File: config.mk
export PLATFORM = sky130hd
export DESIGN_NAME = ahb_protocol_monitor_flat
export DESIGN_NICKNAME = d
export VERILOG_FILES = /design/src/ahb3lite_pkg.sv /design/src/ahb_bus_if.sv /design/src/ahb_protocol_monitor.sv /design/src/ahb_burst_tracker.sv /design/src/flat_wrapper.sv
export SDC_FILE = /design/constraint.sdc
export NUM_CORES = 1
export LEC_CHECK = 0
export BUFFER_PORTS_ARGS = -buffer_cell sky130_fd_sc_hd__buf_2
export CORE_MARGIN = 5
export CORE_UTILIZATION = 55
export DETAILED_ROUTE_END_ITERATION = 10
export GPL_TIMING_DRIVEN = 0
export PLACE_DENSITY = 0.77
export SKIP_CTS_REPAIR_TIMING = 1
export SLEW_MARGIN = 20
export SYNTH_ARGS = -nofsm -noshare
export SYNTH_HDL_FRONTEND = slang
export SYNTH_SLANG_ARGS = --single-unit
File: constraint.sdc
create_clock -name HCLK -period 11.1 [get_ports HCLK]
set_clock_uncertainty 0.15 [all_clocks]
set_input_delay 0.555 -clock HCLK [delete_from_list [all_inputs] [get_ports HCLK]]
set_output_delay 0.555 -clock HCLK [all_outputs]
set_load 0.005 [all_outputs]
File: src/ahb3lite_pkg.sv
////////////////////////////////////////
// AHB3-Lite shared definitions
// Bus geometry, memory depth and the
// encoded bus fields and violation codes
////////////////////////////////////////

package ahb3lite_pkg;

  ////////////////////////////////////////
  // Geometry
  ////////////////////////////////////////

  // HADDR and data bus widths
  localparam int addr_width = 32;
  localparam int data_width = 32;

  // Memory depth in words, byte range is four times this
  localparam int mem_words = 256;

  ////////////////////////////////////////
  // Bus fields
  ////////////////////////////////////////

  // Transfer type
  typedef enum logic [1:0] {
    idle   = 2'b00,
    busy   = 2'b01,
    nonseq = 2'b10,
    seq    = 2'b11
  } htrans_t;

  // Burst type
  typedef enum logic [2:0] {
    single = 3'b000,
    incr   = 3'b001,
    wrap4  = 3'b010,
    incr4  = 3'b011,
    wrap8  = 3'b100,
    incr8  = 3'b101,
    wrap16 = 3'b110,
    incr16 = 3'b111
  } hburst_t;

  // Transfer size, bytes = 1 << value
  typedef enum logic [2:0] {
    size_byte  = 3'b000,
    size_hword = 3'b001,
    size_word  = 3'b010,
    size_dword = 3'b011,
    size_b128  = 3'b100,
    size_b256  = 3'b101,
    size_b512  = 3'b110,
    size_b1024 = 3'b111
  } hsize_t;

  // Slave response
  typedef enum logic {
    okay  = 1'b0,
    error = 1'b1
  } hresp_t;

  // Monitor violation codes, lower value wins
  typedef enum logic [3:0] {
    none               = 4'd0,
    seq_outside_burst  = 4'd1,
    busy_outside_burst = 4'd2,
    burst_early_end    = 4'd3,
    unstable_wait      = 4'd4,
    unstable_burst     = 4'd5,
    burst_addr         = 4'd6,
    hsize_range        = 4'd7,
    slave_idle_resp    = 4'd8,
    slave_error_seq    = 4'd9
  } violation_t;

endpackage
File: src/ahb_bus_if.sv
////////////////////////////////////////
// AHB3-Lite bus bundle
// Internal bus between the memory slave
// and the protocol monitor
////////////////////////////////////////

interface ahb_bus_if (
  input logic HCLK,
  input logic HRESETn
);
  import ahb3lite_pkg::*;

  // Master side
  logic                  hsel;
  logic [addr_width-1:0] haddr;
  logic [data_width-1:0] hwdata;
  logic                  hwrite;
  hsize_t                hsize;
  hburst_t               hburst;
  htrans_t               htrans;

  // Slave side
  logic [data_width-1:0] hrdata;
  logic                  hready;
  hresp_t                hresp;

  // Slave answers the bus, width and burst type are not needed there
  modport slave (
    input  HCLK, HRESETn, hsel, haddr, hwdata, hwrite, htrans,
    output hrdata, hready, hresp
  );

  // Monitor only observes
  modport monitor (
    input HCLK, HRESETn, hsel, haddr, hwdata, hwrite, hsize, hburst, htrans,
    input hrdata, hready, hresp
  );

endinterface

File: src/ahb_protocol_monitor.sv
////////////////////////////////////////
// AHB3-Lite protocol monitor
// Checks master and slave behaviour and
// reports the highest-priority violation
// as a one-cycle strobe with a count
////////////////////////////////////////

module ahb_protocol_monitor (
  input  logic                     HCLK,
  input  logic                     HRESETn,
  ahb_bus_if.monitor               bus,
  output logic                     violation_valid,
  output ahb3lite_pkg::violation_t violation_code,
  output logic [7:0]               violation_count
);
  import ahb3lite_pkg::*;

  // Burst context
  logic                  in_burst;
  logic                  last_beat;
  logic [addr_width-1:0] expected_addr;

  // Bus values at the previous edge
  htrans_t               prev_htrans;
  logic                  prev_hready;
  hresp_t                prev_hresp;
  logic [addr_width-1:0] prev_haddr;
  hsize_t                prev_hsize;
  hburst_t               prev_hburst;
  logic                  prev_hwrite;
  logic [data_width-1:0] prev_hwdata;

  // Rule results
  logic       active;
  logic       in_wait;
  logic       rule_seq;
  logic       rule_busy;
  logic       rule_early;
  logic       rule_wait;
  logic       rule_stable;
  logic       rule_addr;
  logic       rule_size;
  logic       rule_idle;
  logic       rule_err;
  violation_t code;

  ahb_burst_tracker u_tracker (
    .HCLK          (HCLK),
    .HRESETn       (HRESETn),
    .bus           (bus),
    .in_burst      (in_burst),
    .last_beat     (last_beat),
    .expected_addr (expected_addr)
  );

  ////////////////////////////////////////
  // Previous cycle
  ////////////////////////////////////////

  always_ff @(posedge HCLK or negedge HRESETn)
  begin
    if (!HRESETn)
    begin
      prev_htrans <= idle;
      prev_hready <= 1'b1;
      prev_hresp  <= okay;
    end
    else
    begin
      prev_htrans <= bus.htrans;
      prev_hready <= bus.hready;
      prev_hresp  <= bus.hresp;
    end
  end

  always_ff @(posedge HCLK)
  begin
    prev_haddr  <= bus.haddr;
    prev_hsize  <= bus.hsize;
    prev_hburst <= bus.hburst;
    prev_hwrite <= bus.hwrite;
    prev_hwdata <= bus.hwdata;
  end

  ////////////////////////////////////////
  // Rules
  ////////////////////////////////////////

  assign active = (bus.htrans == nonseq) || (bus.htrans == seq);

  // Wait state seen last edge, master may still cancel after ERROR
  assign in_wait = !prev_hready && (prev_hresp == okay);

  // Legality is judged once, at the edge that completes the address phase
  assign rule_seq   = bus.hready && (bus.htrans == seq) && !in_burst;
  assign rule_busy  = bus.hready && (bus.htrans == busy) && !in_burst;
  assign rule_early = bus.hready && (bus.hresp == okay) && in_burst && !last_beat &&
                      (bus.htrans == idle || bus.htrans == nonseq);

  // Master held everything through the wait state
  assign rule_wait = in_wait &&
                     (bus.htrans != prev_htrans || bus.haddr != prev_haddr ||
                      bus.hsize != prev_hsize || bus.hburst != prev_hburst ||
                      bus.hwrite != prev_hwrite || bus.hwdata != prev_hwdata);

  // Control fixed across the beats of one burst
  assign rule_stable = in_burst && (bus.htrans == seq || bus.htrans == busy) &&
                       (bus.hsize != prev_hsize || bus.hburst != prev_hburst ||
                        bus.hwrite != prev_hwrite);

  assign rule_addr = bus.hready && (bus.htrans == seq) && in_burst &&
                     (bus.haddr != expected_addr);
  assign rule_size = bus.hready && active && ((32'd8 << bus.hsize) > data_width);

  // IDLE and BUSY data phases are zero-wait OKAY
  assign rule_idle = prev_hready && (prev_htrans == idle || prev_htrans == busy) &&
                     (!bus.hready || bus.hresp != okay);

  // ERROR low phase and high phase always come as a pair
  assign rule_err = (bus.hready && bus.hresp == error &&
                     !(!prev_hready && prev_hresp == error)) ||
                    (!prev_hready && prev_hresp == error &&
                     !(bus.hready && bus.hresp == error));

  // Priority encoder, lowest code first
  always_comb
  begin
    if (rule_seq)
      code = seq_outside_burst;
    else if (rule_busy)
      code = busy_outside_burst;
    else if (rule_early)
      code = burst_early_end;
    else if (rule_wait)
      code = unstable_wait;
    else if (rule_stable)
      code = unstable_burst;
    else if (rule_addr)
      code = burst_addr;
    else if (rule_size)
      code = hsize_range;
    else if (rule_idle)
      code = slave_idle_resp;
    else if (rule_err)
      code = slave_error_seq;
    else
      code = none;
  end

  ////////////////////////////////////////
  // Report
  ////////////////////////////////////////

  always_ff @(posedge HCLK or negedge HRESETn)
  begin
    if (!HRESETn)
    begin
      violation_valid <= 1'b0;
      violation_code  <= none;
      violation_count <= 8'd0;
    end
    else
    begin
      violation_valid <= (code != none);
      violation_code  <= code;
      // Saturates at 255
      if (code != none && violation_count != 8'hff)
        violation_count <= violation_count + 8'd1;
    end
  end

endmodule

File: src/ahb_burst_tracker.sv
////////////////////////////////////////
// AHB burst tracker
// Follows the open burst, its remaining
// beats and the next expected address
////////////////////////////////////////

module ahb_burst_tracker (
  input  logic                                HCLK,
  input  logic                                HRESETn,
  ahb_bus_if.monitor                          bus,
  output logic                                in_burst,
  output logic                                last_beat,
  output logic [ahb3lite_pkg::addr_width-1:0] expected_addr
);
  import ahb3lite_pkg::*;

  // Burst context, captured at the address phase
  hburst_t               burst_q;
  hsize_t                size_q;
  logic [addr_width-1:0] addr_q;
  logic [3:0]            beats_left;

  // Address in size units
  logic [addr_width-1:0] unit_addr;
  logic [addr_width-1:0] next_unit;

  // SEQ beats that follow the NONSEQ of a fixed burst
  function automatic logic [3:0] burst_beats(hburst_t burst);
    case (burst)
      wrap4, incr4:   burst_beats = 4'd3;
      wrap8, incr8:   burst_beats = 4'd7;
      wrap16, incr16: burst_beats = 4'd15;
      default:        burst_beats = 4'd0;
    endcase
  endfunction

  ////////////////////////////////////////
  // Burst state
  ////////////////////////////////////////

  always_ff @(posedge HCLK or negedge HRESETn)
  begin
    if (!HRESETn)
    begin
      in_burst   <= 1'b0;
      beats_left <= 4'd0;
    end
    else if (bus.hready)
    begin
      case (bus.htrans)
        idle:
        begin
          in_burst   <= 1'b0;
          beats_left <= 4'd0;
        end
        // Opens a new burst, also ends any open one
        nonseq:
        begin
          in_burst   <= (bus.hburst != single);
          beats_left <= burst_beats(bus.hburst);
        end
        seq:
        begin
          // Undefined length keeps the counter at zero
          if (in_burst && burst_q != incr)
          begin
            beats_left <= beats_left - 4'd1;
            // Final beat closes the burst
            if (beats_left == 4'd1)
              in_burst <= 1'b0;
          end
        end
        default:
        begin
          // BUSY is not a transfer
          beats_left <= beats_left;
        end
      endcase
    end
  end

  always_ff @(posedge HCLK)
  begin
    if (bus.hready && bus.htrans == nonseq)
    begin
      burst_q <= bus.hburst;
      size_q  <= bus.hsize;
    end
    if (bus.hready && (bus.htrans == nonseq || bus.htrans == seq))
      addr_q <= bus.haddr;
  end

  // An undefined-length burst may stop after any beat
  assign last_beat = in_burst && (burst_q == incr);

  ////////////////////////////////////////
  // Next address
  ////////////////////////////////////////

  always_comb
  begin
    unit_addr = addr_q >> size_q;
    next_unit = unit_addr + 1'b1;
    // Wrapping bursts keep the bits above the wrap boundary
    case (burst_q)
      wrap4:   next_unit = {unit_addr[addr_width-1:2], next_unit[1:0]};
      wrap8:   next_unit = {unit_addr[addr_width-1:3], next_unit[2:0]};
      wrap16:  next_unit = {unit_addr[addr_width-1:4], next_unit[3:0]};
      default: next_unit = next_unit;
    endcase
    expected_addr = next_unit << size_q;
  end

endmodule

File: src/flat_wrapper.sv
// flat-port wrapper written by rule: the top's interface ports become plain ports
module ahb_protocol_monitor_flat import ahb3lite_pkg::*;
  (HCLK, HRESETn, violation_valid, violation_code, violation_count, bus_hsel, bus_haddr, bus_hwdata, bus_hwrite, bus_hsize, bus_hburst, bus_htrans, bus_hrdata, bus_hready, bus_hresp);
  ahb_bus_if bus_i (.HCLK(HCLK), .HRESETn(HRESETn));
  input  logic HCLK;
  input  logic HRESETn;
  output logic violation_valid;
  output ahb3lite_pkg::violation_t violation_code;
  output logic [7:0] violation_count;
  input wire logic [$bits(bus_i.hsel)-1:0] bus_hsel;
  input wire logic [$bits(bus_i.haddr)-1:0] bus_haddr;
  input wire logic [$bits(bus_i.hwdata)-1:0] bus_hwdata;
  input wire logic [$bits(bus_i.hwrite)-1:0] bus_hwrite;
  input wire logic [$bits(bus_i.hsize)-1:0] bus_hsize;
  input wire logic [$bits(bus_i.hburst)-1:0] bus_hburst;
  input wire logic [$bits(bus_i.htrans)-1:0] bus_htrans;
  input wire logic [$bits(bus_i.hrdata)-1:0] bus_hrdata;
  input wire logic [$bits(bus_i.hready)-1:0] bus_hready;
  input wire logic [$bits(bus_i.hresp)-1:0] bus_hresp;
  assign bus_i.hsel = bus_hsel;
  assign bus_i.haddr = bus_haddr;
  assign bus_i.hwdata = bus_hwdata;
  assign bus_i.hwrite = bus_hwrite;
  assign bus_i.hsize = bus_hsize;
  assign bus_i.hburst = bus_hburst;
  assign bus_i.htrans = bus_htrans;
  assign bus_i.hrdata = bus_hrdata;
  assign bus_i.hready = bus_hready;
  assign bus_i.hresp = bus_hresp;
  ahb_protocol_monitor u_core (.HCLK(HCLK), .HRESETn(HRESETn), .bus(bus_i), .violation_valid(violation_valid), .violation_code(violation_code), .violation_count(violation_count));
endmodule
* After elaboration in Yosys (flattened, before gate mapping) *
Cells that the tools add are included.

storage, ports and cells
  word-level logic and storage cells = 122
  flip-flop bits (word level) = 131
  bits of input ports = 110
  output and inout port bits = 13

operators by class
  equality and inequality tests = 26
  $lt $le $gt $ge = 1
  bitwise operators = 2
  shift-type cells = 3
  multiplexer cells = 16
  reduce and logical (&&, ||, !) cells = 55
  add/subtract/negate cells = 3

operator list
  operator                                                                          number
  32-bit != test                                                                    3
  32-bit case mux with 3 select lines                                               1
  4-bit 2-to-1 mux                                                                  10
  32-bit by 1-bit adder with 32-bit output, second input constant                   1
  32-bit by 6-bit greater-than comparator with 1-bit output, second input constant  1
  32-bit by 3-bit << shifter with 32-bit output                                     1
  4-bit by 3-bit << shifter with 32-bit output, first input constant                1
  32-bit by 3-bit >> shifter with 32-bit output                                     1
  1-bit logical AND                                                                 26
  4-bit case mux with 3 select lines                                                2
  3-bit == test, second input constant                                              6
  1-bit logical OR                                                                  13
  3-bit by 2-bit == test with 1-bit output, second input constant                   3
  8-bit by 1-bit adder with 8-bit output, second input constant                     1
  8-bit != test, second input constant                                              1
  1-bit logical NOT                                                                 6
  3-bit != test                                                                     2
  3-bit nonzero test                                                                2
  2-bit OR reduction                                                                3
  2-bit by 1-bit == test with 1-bit output, second input constant                   2
  2-bit == test, second input constant                                              2
  4-bit by 1-bit == test with 1-bit output, second input constant                   1
  2-bit logical NOT                                                                 2
  2-bit != test, second input constant                                              2
  11 further kinds                                                                  13

* Logic depth before layout (Yosys ltp) *
Gate-level depths: netlist of run 1.

  depth in word-level cells = 16
  mapped depth = 23
  mapped depth without buffers = 18

* Hierarchy *
A second synthesis of run 1 with hierarchy kept.

second synthesis, totals
  cell total of the unflattened synthesis = 854
  area, all modules = 9102.5 um^2

by module, submodules not included
  module                times used  seq. area each (um^2)  area an instance (um^2)  cells an instance
  ahb_burst_tracker     1           1266.2                 5689.2                   565
  ahb_protocol_monitor  1           1848.0                 3413.3                   289

* Least setup slack after synthesis of run 1 *
Ideal clock, no wire load.

  path type = reg-to-reg
  start = reg u_core.u_tracker.size_q[2]
  end = reg u_core.violation_count[1]
  buffers on the path = 5
  library setup time = 0.125 ns
  path slack = 5.174 ns
  data arrival time = 5.650 ns
  cell stages (with the launch flop) = 21
  period minus slack after synthesis = 5.926 ns
  required time = 10.825 ns
  path through = edfxtp_1 inv_1 clkbuf_1 clkbuf_1 clkbuf_1 buf_1 buf_1 o21bai_1 ha_1 a21boi_0 nand2b_1 o31a_1 o21ai_0 mux2i_1 a2111o_1 a2111oi_0 nand4_1 or4_4 o31ai_4 a2bb2oi_2 mux2_4

between the ends
  longest elaborated chain between the ends = 14

RTL lines
  item                                               line                         source
  start: declaration                                 ahb_burst_tracker.sv:19      hsize_t size_q;
  start signal: assignment                           ahb_burst_tracker.sv:87      size_q <= bus.hsize;
  32-bit by 3-bit >> shifter with 32-bit output      ahb_burst_tracker.sv:102     unit_addr = addr_q >> size_q;
  32-bit by 1-bit adder with 32-bit output           ahb_burst_tracker.sv:103     next_unit = unit_addr + 1'b1;
  32-bit case mux with 3 select lines                ahb_burst_tracker.sv:105     case (burst_q)
  32-bit by 3-bit << shifter with 32-bit output (*)  ahb_burst_tracker.sv:111     expected_addr = next_unit << size_q;
  32-bit != test (*)                                 ahb_protocol_monitor.sv:112  (bus.haddr != expected_addr);
  1-bit logical AND (*)                              ahb_protocol_monitor.sv:111  assign rule_addr = bus.hready && (bus.htrans == seq) && in_burst &&
  4-bit 2-to-1 mux (*)                               ahb_protocol_monitor.sv:138  else if (rule_addr)
  4-bit 2-to-1 mux (*)                               ahb_protocol_monitor.sv:136  else if (rule_stable)
  4-bit 2-to-1 mux (*)                               ahb_protocol_monitor.sv:134  else if (rule_wait)
  4-bit 2-to-1 mux (*)                               ahb_protocol_monitor.sv:132  else if (rule_early)
  4-bit 2-to-1 mux (*)                               ahb_protocol_monitor.sv:130  else if (rule_busy)
  4-bit 2-to-1 mux (*)                               ahb_protocol_monitor.sv:128  if (rule_seq)
  4-bit nonzero test (*)                             ahb_protocol_monitor.sv:167  if (code != none && violation_count != 8'hff)
  1-bit logical AND (*)                              ahb_protocol_monitor.sv:167
  end signal: assignment                             ahb_protocol_monitor.sv:168  violation_count <= violation_count + 8'd1;
  end: declaration                                   ahb_protocol_monitor.sv:14   output logic [7:0] violation_count

Every way passes the cells marked *; elsewhere a longest branch is shown, timed or not.
A chain may end at the register's enable or synchronous reset.

* Final worst setup path of run 1 *
Same ends and word-level chain as after synthesis.

==> results of run 1 <==
==> layout make-up <==
type                       instances  share of cell area
multi-input combinational        775               0.552
clock inverter                    14              0.0107
timing repair buffer              91              0.0434
clock buffer                      18              0.0423
sequential                       131               0.292
buffer                            50              0.0281
inverter                          17             0.00599
tap                              220              0.0258
==> layer usage <==
metal | wire (µm) | track usage | up-vias | part of all wire
li1 | - | - | 3905 | -
met1 | 12000 | 0.410 | 4147 | 0.40
met2 | 13700 | 0.472 | 589 | 0.46
met3 | 3210 | 0.0573 | 92 | 0.11
met4 | 1020 | 0.105 | 0 | 0.034
met5 | 0 | 0 | - | 0
==> critical path: cells and delay by family, from the launching register on <==
family	cells	cell delay (ps)
multiplexers	1	340
AO/OA/AOI/OAI	9	2970
buffers and inverters	6	2890
flip-flops	1	510
adder cells (fa/ha/maj)	1	340
AND/OR/NAND/NOR	2	720
==> cells in the mapped netlist, types with 19 or more instances <==
cell / instances / area, µm²
nand3_1: 28 / 140
nor3_1: 29 / 145
edfxtp_1: 38 / 1140
xnor2_1: 93 / 815
nand2_1: 78 / 293
mux2i_1: 66 / 661
clkbuf_1: 23 / 86.3
mux2_2: 20 / 225
dfrtp_1: 21 / 526
dfxtp_1: 71 / 1420
nor4_1: 21 / 131
o21ai_0: 19 / 95.1
nor2_1: 61 / 229
xor2_1: 49 / 429
a21oi_1: 30 / 150
and2_1: 20 / 125
nand4_1: 28 / 175
==> sequential cells by signal (all words and copies together) (netlist names), 4 cells and up <==
register / count
u_core.prev_haddr: 32
u_core.prev_hwdata: 32
u_core.u_tracker.addr_q: 32
u_core.u_tracker.beats_left: 4
u_core.violation_code: 4
u_core.violation_count: 8
==> kinds of logic (layout without fill, tap and decap cells) <==
logic type | Yosys count | in the layout | share of synthesized area
muxes | 109 | 109 | 0.148
and+or+nand+nor | 324 | 324 | 0.184
xor gates and xnor gates | 142 | 142 | 0.133
DFF | 131 | 131 | 0.333
AOI/OAI and AO/OA | 196 | 196 | 0.158
adders and majority gates | 4 | 4 | 0.00535
buffers and inverters | 67 | 190 | 0.0388
==> worst min path at each step <==
stage	cells past startpoint	end	slack [ps]
floorplan	0	u_core.prev_hresp	110
global placement	1	u_core.violation_count[4]	320
detailed placement	1	u_core.violation_count[4]	340
CTS	1	u_core.u_tracker.beats_left[1]	-50
global route	1	u_core.prev_htrans[1]	100
finish	1	u_core.prev_hwdata[21]	110
==> placed cells by master (no fill, tap or decap), types with 18 or more instances in the layout <==
| cell | n |
|---|---|
| nand2_1 | 78 |
| clkbuf_16 | 18 |
| dfxtp_1 | 71 |
| nand4_1 | 28 |
| edfxtp_1 | 38 |
| o21ai_0 | 19 |
| nor3_1 | 29 |
| nand3_1 | 28 |
| xor2_1 | 49 |
| dfrtp_1 | 21 |
| xnor2_1 | 93 |
| mux2i_1 | 66 |
| and2_1 | 20 |
| mux2_2 | 20 |
| buf_2 | 94 |
| nor2_1 | 61 |
| nor4_1 | 21 |
| clkbuf_1 | 23 |
| a21oi_1 | 30 |
==> per-stage QoR <==
| step | instances | utilization | hold WS (ps) | setup WS, ps | cell area (µm²) |
|---|---|---|---|---|---|
| 2_1_floorplan | 973 | - | 109 | 5170 | 9360 |
| 3_3_place_gp | 1282 | 0.606 | 324 | 3410 | 10100 |
| 3_5_place_dp | 1282 | 0.606 | 338 | 3360 | 10100 |
| 4_1_cts | 1314 | 0.640 | -46.0 | 3300 | 10600 |
| 5_1_grt | 1316 | 0.641 | 100 | 2830 | 10700 |
| 6_report | 1316 | 0.641 | 107 | 3050 | 10700 |
==> power breakdown <==
group | switching [mW] | leakage, nW | internal (mW)
clock network | 0.228 | 0.280 | 0.305
registers | 0.0487 | 1.22 | 0.540
logic | 0.231 | 2.56 | 0.174
total | 0.508 | 4.06 | 1.02
==> results.toml, run 1 <==
[critical_path]
crit_top_cell = "clkbuf_1"
crit_path_top_delay_cell = "buf_1"
required_ps = 11250
path_cells = "inv_1 > clkbuf_1 > clkbuf_1 > clkbuf_1 > buf_1 > buf_1 > o21bai_1 > ha_1 > a21boi_0 > a21oi_1 > o32ai_1 > o2111ai_1 > a2111o_1 > a2111oi_0 > nand4_1 > or4_4 > o31ai_4 > a2bb2oi_2 > mux2_4"
cp-endpoint = "u_core.violation_count[1]"
critPathMaxFanout = 10
slowest_delay_ps = 620
startpoint = "u_core.u_tracker.size_q[2]"
reg2reg_from = "u_core.u_tracker.size_q[2]"
reg2reg_slack_ps = 3050
crit_type = "reg2reg"
worst_r2r_endpoint = "u_core.violation_count[1]"
crit_arrival_ps = 8200
reg2regPathDepth = 19
worst_setup_path_start_kind = "flip-flop"
end_kind = "flip-flop"

[final_layout]
nFillCells = 1343
multi_input_area_um2 = 5880
drive_gt1_frac = 0.182
syn2layout_area_growth_pct = 13.9
area.sequential_um2 = 3110
nNetsFinal = 1197
n_antenna_cell = 0

[floorplanning]
fp.dieW_um = 140
core_um2 = 16600
die_h_um = 140
ios = 123
num_rows = 47
initial_core_util = 0.562
dieArea_um2 = 19700

[power_and_ir_drop]
p_total_mw = 1.53
ir_drop_mv = 0.145
power.density_nw_per_um2 = 143
leakagePower_nw = 4.06

[timing]
timing.fmax_ghz = 0.124
fin_tns_setup_ps = 0
hold_viol_final = 0
rsz0062_at_grt = "no"
min_period_ps = 8050
slew_violations = 0
tightest_slew_ps = 818
relSlewSlack = 0.455
fin_crit_sh = 0.725
finalSetupViolCount = 0

[synthesis]
ys_ff_latch = 131
seq_area_frac_synth = 0.333
yosysWarningCount = 0
synth_flop_cell = "dfxtp_1"
syn_inst = 973
synth_nets = 1087
netlist_area_um2 = 9360
postSynthAreaPerCell_um2 = 9.62
async_reset_ff_frac = 0.168
synth_edf_count = 38
synth.distinct_cells = 86

[route]
num_vias = 8733
ant_nets = 0
wl_mm = 30.0
drt_iter0_drc = 974
firstDrtPassIters = 5
viasPerCell = 6.64
drc = 0
wl_per_cell_um = 22.8

[cts]
root_buffer = "clkbuf_16"
numCtsBuffers = 17
cts_tree = "yes"
cts.reportedPaths.clkPinSlew_ps = 60
cts_buffer_depth = 2
ctsHtreeMaxLevel = 4
numClockSinks = 131
clk_latency_ps = 420

[grt]
antenna_found_initial = 0
grt_max_degree = 35
grtUsageTotal = 0.299
grt_pass1_vias = 8358
grt_pass1_wl_mm = 46.9
globalRoute.totalOverflow = 0

[outcome]
status = "finished, final reports clean"

[hold_path]
hold_class = "in2reg"
min-delay-start = "bus_hwdata[21]"

[placed_design]
portBuffers = 89
gp_congestion = 1.01
hpwl_mm = 23.0

[run]
maxCapViolations = 0
(Power assumes the default switching activity.)
==> inputs of run 2 (changes only) <==
==> constraint.sdc (replaced) <==
create_clock -name HCLK -period 7.8 [get_ports HCLK]
set_clock_uncertainty 0.15 [all_clocks]
set_input_delay 0.39 -clock HCLK [delete_from_list [all_inputs] [get_ports HCLK]]
set_output_delay 0.39 -clock HCLK [all_outputs]
set_load 0.005 [all_outputs]
==> results.toml, run 2 (synthesized netlist as in run 1, its figures left out) <==
[floorplanning]
die_h_um = 140
ios = 123
core_um2 = 16600
initial_core_util = 0.562
fp.dieW_um = 140
num_rows = 47
dieArea_um2 = 19700

[grt]
grt_max_degree = 35
grt_pass1_vias = 8358
antenna_found_initial = 0
globalRoute.totalOverflow = 0
grtUsageTotal = 0.299
grt_pass1_wl_mm = 46.9

[cts]
cts.reportedPaths.clkPinSlew_ps = 60
numClockSinks = 131
ctsHtreeMaxLevel = 4
root_buffer = "clkbuf_16"
cts_buffer_depth = 2
clk_latency_ps = 420
cts_tree = "yes"
numCtsBuffers = 17

[timing]
hold_viol_final = 0
finalSetupViolCount = 0
tightest_slew_ps = 809
fin_tns_setup_ps = 0
rsz0062_at_grt = "no"
setup_slack_ps = 156
min_period_ps = 7640
slew_violations = 0
fin_crit_sh = 0.980
relSlewSlack = 0.461
timing.fmax_ghz = 0.131

[hold_path]
min-delay-start = "bus_haddr[8]"
hold_class = "in2reg"
worstHoldEndpoint = "u_core.prev_haddr[8]"
hold_depth = 1

[route]
wl_mm = 31.2
drt_iter0_drc = 943
firstDrtPassIters = 5
wl_per_cell_um = 23.0
viasPerCell = 6.53
drc = 0
ant_nets = 0
num_vias = 8863

[final_layout]
final_area_um2 = 11100
final_cells = 1358
n_antenna_cell = 0
nFillCells = 1284
reg.largest.list = "u_core.prev_haddr (32), u_core.prev_hwdata (32), u_core.u_tracker.addr_q (32)"
final_util = 0.666
nNetsFinal = 1239
syn2layout_area_growth_pct = 18.5
layout_commonest_cell = "buf_2"
drive_gt1_frac = 0.178
final_cell_mix = "buf_2, xnor2_1, nand2_1"

[critical_path]
end_kind = "flip-flop"
worst_setup_path_start_kind = "flip-flop"
required_ps = 7950
crit_type = "reg2reg"
critPathBufInv = 6
worst_r2r_endpoint = "u_core.violation_count[1]"
cp_top_family = "compound AO/OA/AOI/OAI gates"
reg2reg_slack_ps = 160
reg2regPathDepth = 19
path_cells = "inv_1 > clkbuf_1 > clkbuf_1 > clkbuf_2 > buf_1 > clkbuf_2 > o21bai_1 > ha_1 > a21boi_0 > a21oi_1 > o32ai_1 > o2111ai_1 > a2111o_1 > a2111oi_0 > nand4_1 > or4_4 > o31ai_4 > a2bb2oi_2 > mux2_4"
reg2reg_from = "u_core.u_tracker.size_q[2]"
critPathMaxFanout = 10
slowest_delay_ps = 600
crit_path_top_delay_cell = "a21boi_0"
crit_arrival_ps = 7790

[placed_design]
hpwl_mm = 23.0
dp_slack_ps = 63.2
gp_congestion = 1.01
placed_area_um2 = 10100
portBuffers = 89
placed_cells = 1282

[power_and_ir_drop]
ir_drop_mv = 0.208
leakagePower_nw = 4.24
power.density_nw_per_um2 = 198

[outcome]
status = "finished, final reports clean"

[run]
maxCapViolations = 0
-- run 2: cell types whose count changed in the layout (fill, tap and decap cells not counted), sizes merged --
| cell | change |
|---|---|
| dlygate4sd3 | +42 |
| buf | -1 |
| clkbuf | +1 |
-- run 2: worst max path at each step --
| stage | startpoint | to | cells past startpoint | slack (ps) |
|---|---|---|---|---|
| 2_1_floorplan | u_core.u_tracker.size_q[2] | u_core.violation_count[1] | 20 | 1870 |
| 3_3_place_gp | u_core.u_tracker.size_q[2] | u_core.violation_count[1] | 19 | 110 |
| 3_5_place_dp | u_core.u_tracker.size_q[2] | u_core.violation_count[1] | 22 | 60 |
| 4_1_cts | u_core.u_tracker.size_q[2] | u_core.violation_count[1] | 21 | 1 |
| 5_1_grt | u_core.u_tracker.size_q[2] | u_core.violation_count[1] | 19 | 80 |
| 6_report | u_core.u_tracker.size_q[2] | u_core.violation_count[1] | 19 | 160 |
-- run 2: final cells by class --
| type | instances | area [µm²] | share of cell area |
|---|---|---|---|
| clock buffer | 18 | 450 | 0.0406 |
| sequential | 131 | 3110 | 0.281 |
| multi-input combinational | 775 | 5890 | 0.531 |
| inverter | 17 | 63.8 | 0.00575 |
| tap | 220 | 275 | 0.0248 |
| timing repair buffer | 133 | 883 | 0.0797 |
| buffer | 50 | 302 | 0.0272 |
| clock inverter | 14 | 114 | 0.0103 |
-- run 2: metal layers --
metal | share of wire | GRT usage | vias up
met5 | 0 | 0 | -
met4 | 0.034 | 0.105 | 0
met3 | 0.10 | 0.0573 | 90
met2 | 0.47 | 0.472 | 541
met1 | 0.40 | 0.410 | 4246
li1 | - | - | 3986
-- run 2: report_power, final --
group | switching, mW | internal (mW)
Sequential | 0.0711 | 0.769
Clock | 0.329 | 0.434
Combinational | 0.336 | 0.262
Total | 0.735 | 1.46
-- run 2: per-stage QoR --
step | power [mW] | hold WS [ps]
floorplan | 1.22 | -55.6
global placement | 1.39 | 233
detailed placement | 1.40 | 234
CTS | 2.16 | -211
global route | 2.28 | 5.48
finish | 2.20 | 10.3
==> inputs of run 3 (changes only) <==
--- a/config.mk
+++ b/config.mk
@@ -10,9 +10,8 @@
 export CORE_UTILIZATION = 55
 export DETAILED_ROUTE_END_ITERATION = 10
 export GPL_TIMING_DRIVEN = 0
-export PLACE_DENSITY = 0.77
+export PLACE_DENSITY = 0.78
 export SKIP_CTS_REPAIR_TIMING = 1
-export SLEW_MARGIN = 20
 export SYNTH_ARGS = -nofsm -noshare
 export SYNTH_HDL_FRONTEND = slang
 export SYNTH_SLANG_ARGS = --single-unit
==> results.toml, run 3 (synthesized netlist as in run 1, its figures left out) <==
[critical_path]
worst_setup_path_start_kind = "flip-flop"
critPathMaxFanout = 10
end_kind = "flip-flop"
crit_top_cell = "clkbuf_1"
slowest_delay_ps = 570
critPathBufInv = 8
crit_arrival_ps = 7670
required_ps = 7950
crit_type = "reg2reg"
cp_top_family = "buffers and inverters"
path_cells = "inv_1 > clkbuf_1 > clkbuf_1 > clkbuf_2 > buf_1 > clkbuf_2 > o21bai_1 > ha_1 > nand3_2 > or4_4 > buf_6 > clkbuf_1 > nor3_1 > xor2_1 > a211o_1 > xor2_1 > a221oi_1 > nand4_1 > or4_4 > o31ai_4 > a2bb2oi_2 > mux2_4"
crit_path_top_delay_cell = "or4_4"

[placed_design]
placed_area_um2 = 10100
dp_slack_ps = 108
gp_congestion = 1.03
portBuffers = 89
placed_cells = 1282
hpwl_mm = 23.0

[final_layout]
multi_input_area_um2 = 5880
final_util = 0.670
area.sequential_um2 = 3110
syn2layout_area_growth_pct = 19.2
n_antenna_cell = 0
final_cell_mix = "buf_2, xnor2_1, nand2_1"
final_cells = 1358
layout_commonest_cell = "buf_2"
nNetsFinal = 1239
reg.largest.list = "u_core.prev_haddr (32), u_core.prev_hwdata (32), u_core.u_tracker.addr_q (32)"
nFillCells = 1274
final_area_um2 = 11200
drive_gt1_frac = 0.176

[route]
ant_nets = 0
firstDrtPassIters = 5
wl_per_cell_um = 23.3
drt_iter0_drc = 943
wl_mm = 31.7
drc = 0
num_vias = 8942
viasPerCell = 6.58

[cts]
root_buffer = "clkbuf_16"
cts_tree = "yes"
cts_buffer_depth = 2
cts.reportedPaths.clkPinSlew_ps = 60
ctsHtreeMaxLevel = 4
numCtsBuffers = 17
clk_latency_ps = 420
numClockSinks = 131

[timing]
hold_ws_ps = 11.8
min_period_ps = 7520
finalSetupViolCount = 0
timing.fmax_ghz = 0.133
fin_crit_sh = 0.965
setup_slack_ps = 275
hold_viol_final = 0
rsz0062_at_grt = "no"
tightest_slew_ps = 1150
slew_violations = 0
fin_tns_setup_ps = 0
relSlewSlack = 0.232

[floorplanning]
die_h_um = 140
initial_core_util = 0.562
fp.dieW_um = 140
num_rows = 47
ios = 123
core_um2 = 16600
dieArea_um2 = 19700

[grt]
grtUsageTotal = 0.302
globalRoute.totalOverflow = 0
grt_pass1_vias = 8484
grt_pass1_wl_mm = 47.4
antenna_found_initial = 0
grt_max_degree = 35

[power_and_ir_drop]
swShare = 0.321
p_sw_mw = 0.732
ir_drop_mv = 0.259
leakagePower_nw = 4.27
power.density_nw_per_um2 = 204
sequentialPowerShare = 0.368
internal_power_mw = 1.55
p_total_mw = 2.28
p_comb_frac = 0.265
clkPwrFrac = 0.367

[outcome]
status = "finished, final reports clean"

[run]
maxCapViolations = 0

[hold_path]
hold_class = "in2reg"
==> run 3: cell count changes in the layout (fill, tap and decap cells not counted), sizes merged <==
cell | before | now
inv | 25 | 22
bufinv | 0 | 2
clkbuf | 42 | 44
clkinv | 5 | 3
clkinvlp | 1 | 2
==> run 3: final cells by class <==
| class | instances | area share |
|---|---|---|
| buffer | 50 | 0.0270 |
| clock buffer | 20 | 0.0430 |
| clock inverter | 12 | 0.0124 |
| inverter | 17 | 0.00572 |
| multi-input combinational | 775 | 0.527 |
| sequential | 131 | 0.279 |
| tap | 220 | 0.0247 |
| timing repair buffer | 133 | 0.0810 |
==> run 3: final timing paths <==
kind                                                 from                        endpoint  slack, ps  cells after the start
setup / recovery               u_core.u_tracker.size_q[2]       u_core.violation_count[1]        280                     22
hold / removal                               bus_haddr[4]            u_core.prev_haddr[4]         10                      1
setup reg to reg               u_core.u_tracker.size_q[2]       u_core.violation_count[1]        280                     22
hold reg to reg            u_core.u_tracker.beats_left[1]  u_core.u_tracker.beats_left[1]        350                      2
max in group asynchronous                         HRESETn              u_core.prev_hready       6790                      2
min in group asynchronous                         HRESETn       u_core.violation_count[7]        350                      2
==> run 3: power by group through the flow <==
stage	combinational [mW]	clock, mW	sequential, mW
after floorplan	0.388	0	0.829
after global placement	0.549	0	0.845
after detailed placement	0.557	0	0.846
after CTS	0.564	0.835	0.834
after global routing	0.648	0.871	0.846
final	0.604	0.836	0.839
==> run 3: layer usage <==
metal / vias up / routed length, µm / track usage / share of wire
met5: - / 0 / 0 / 0
met4: 0 / 1190 / 0.105 / 0.038
met3: 93 / 3440 / 0.0746 / 0.11
met2: 590 / 14800 / 0.486 / 0.47
met1: 4260 / 12200 / 0.399 / 0.39
li1: 3999 / - / - / -
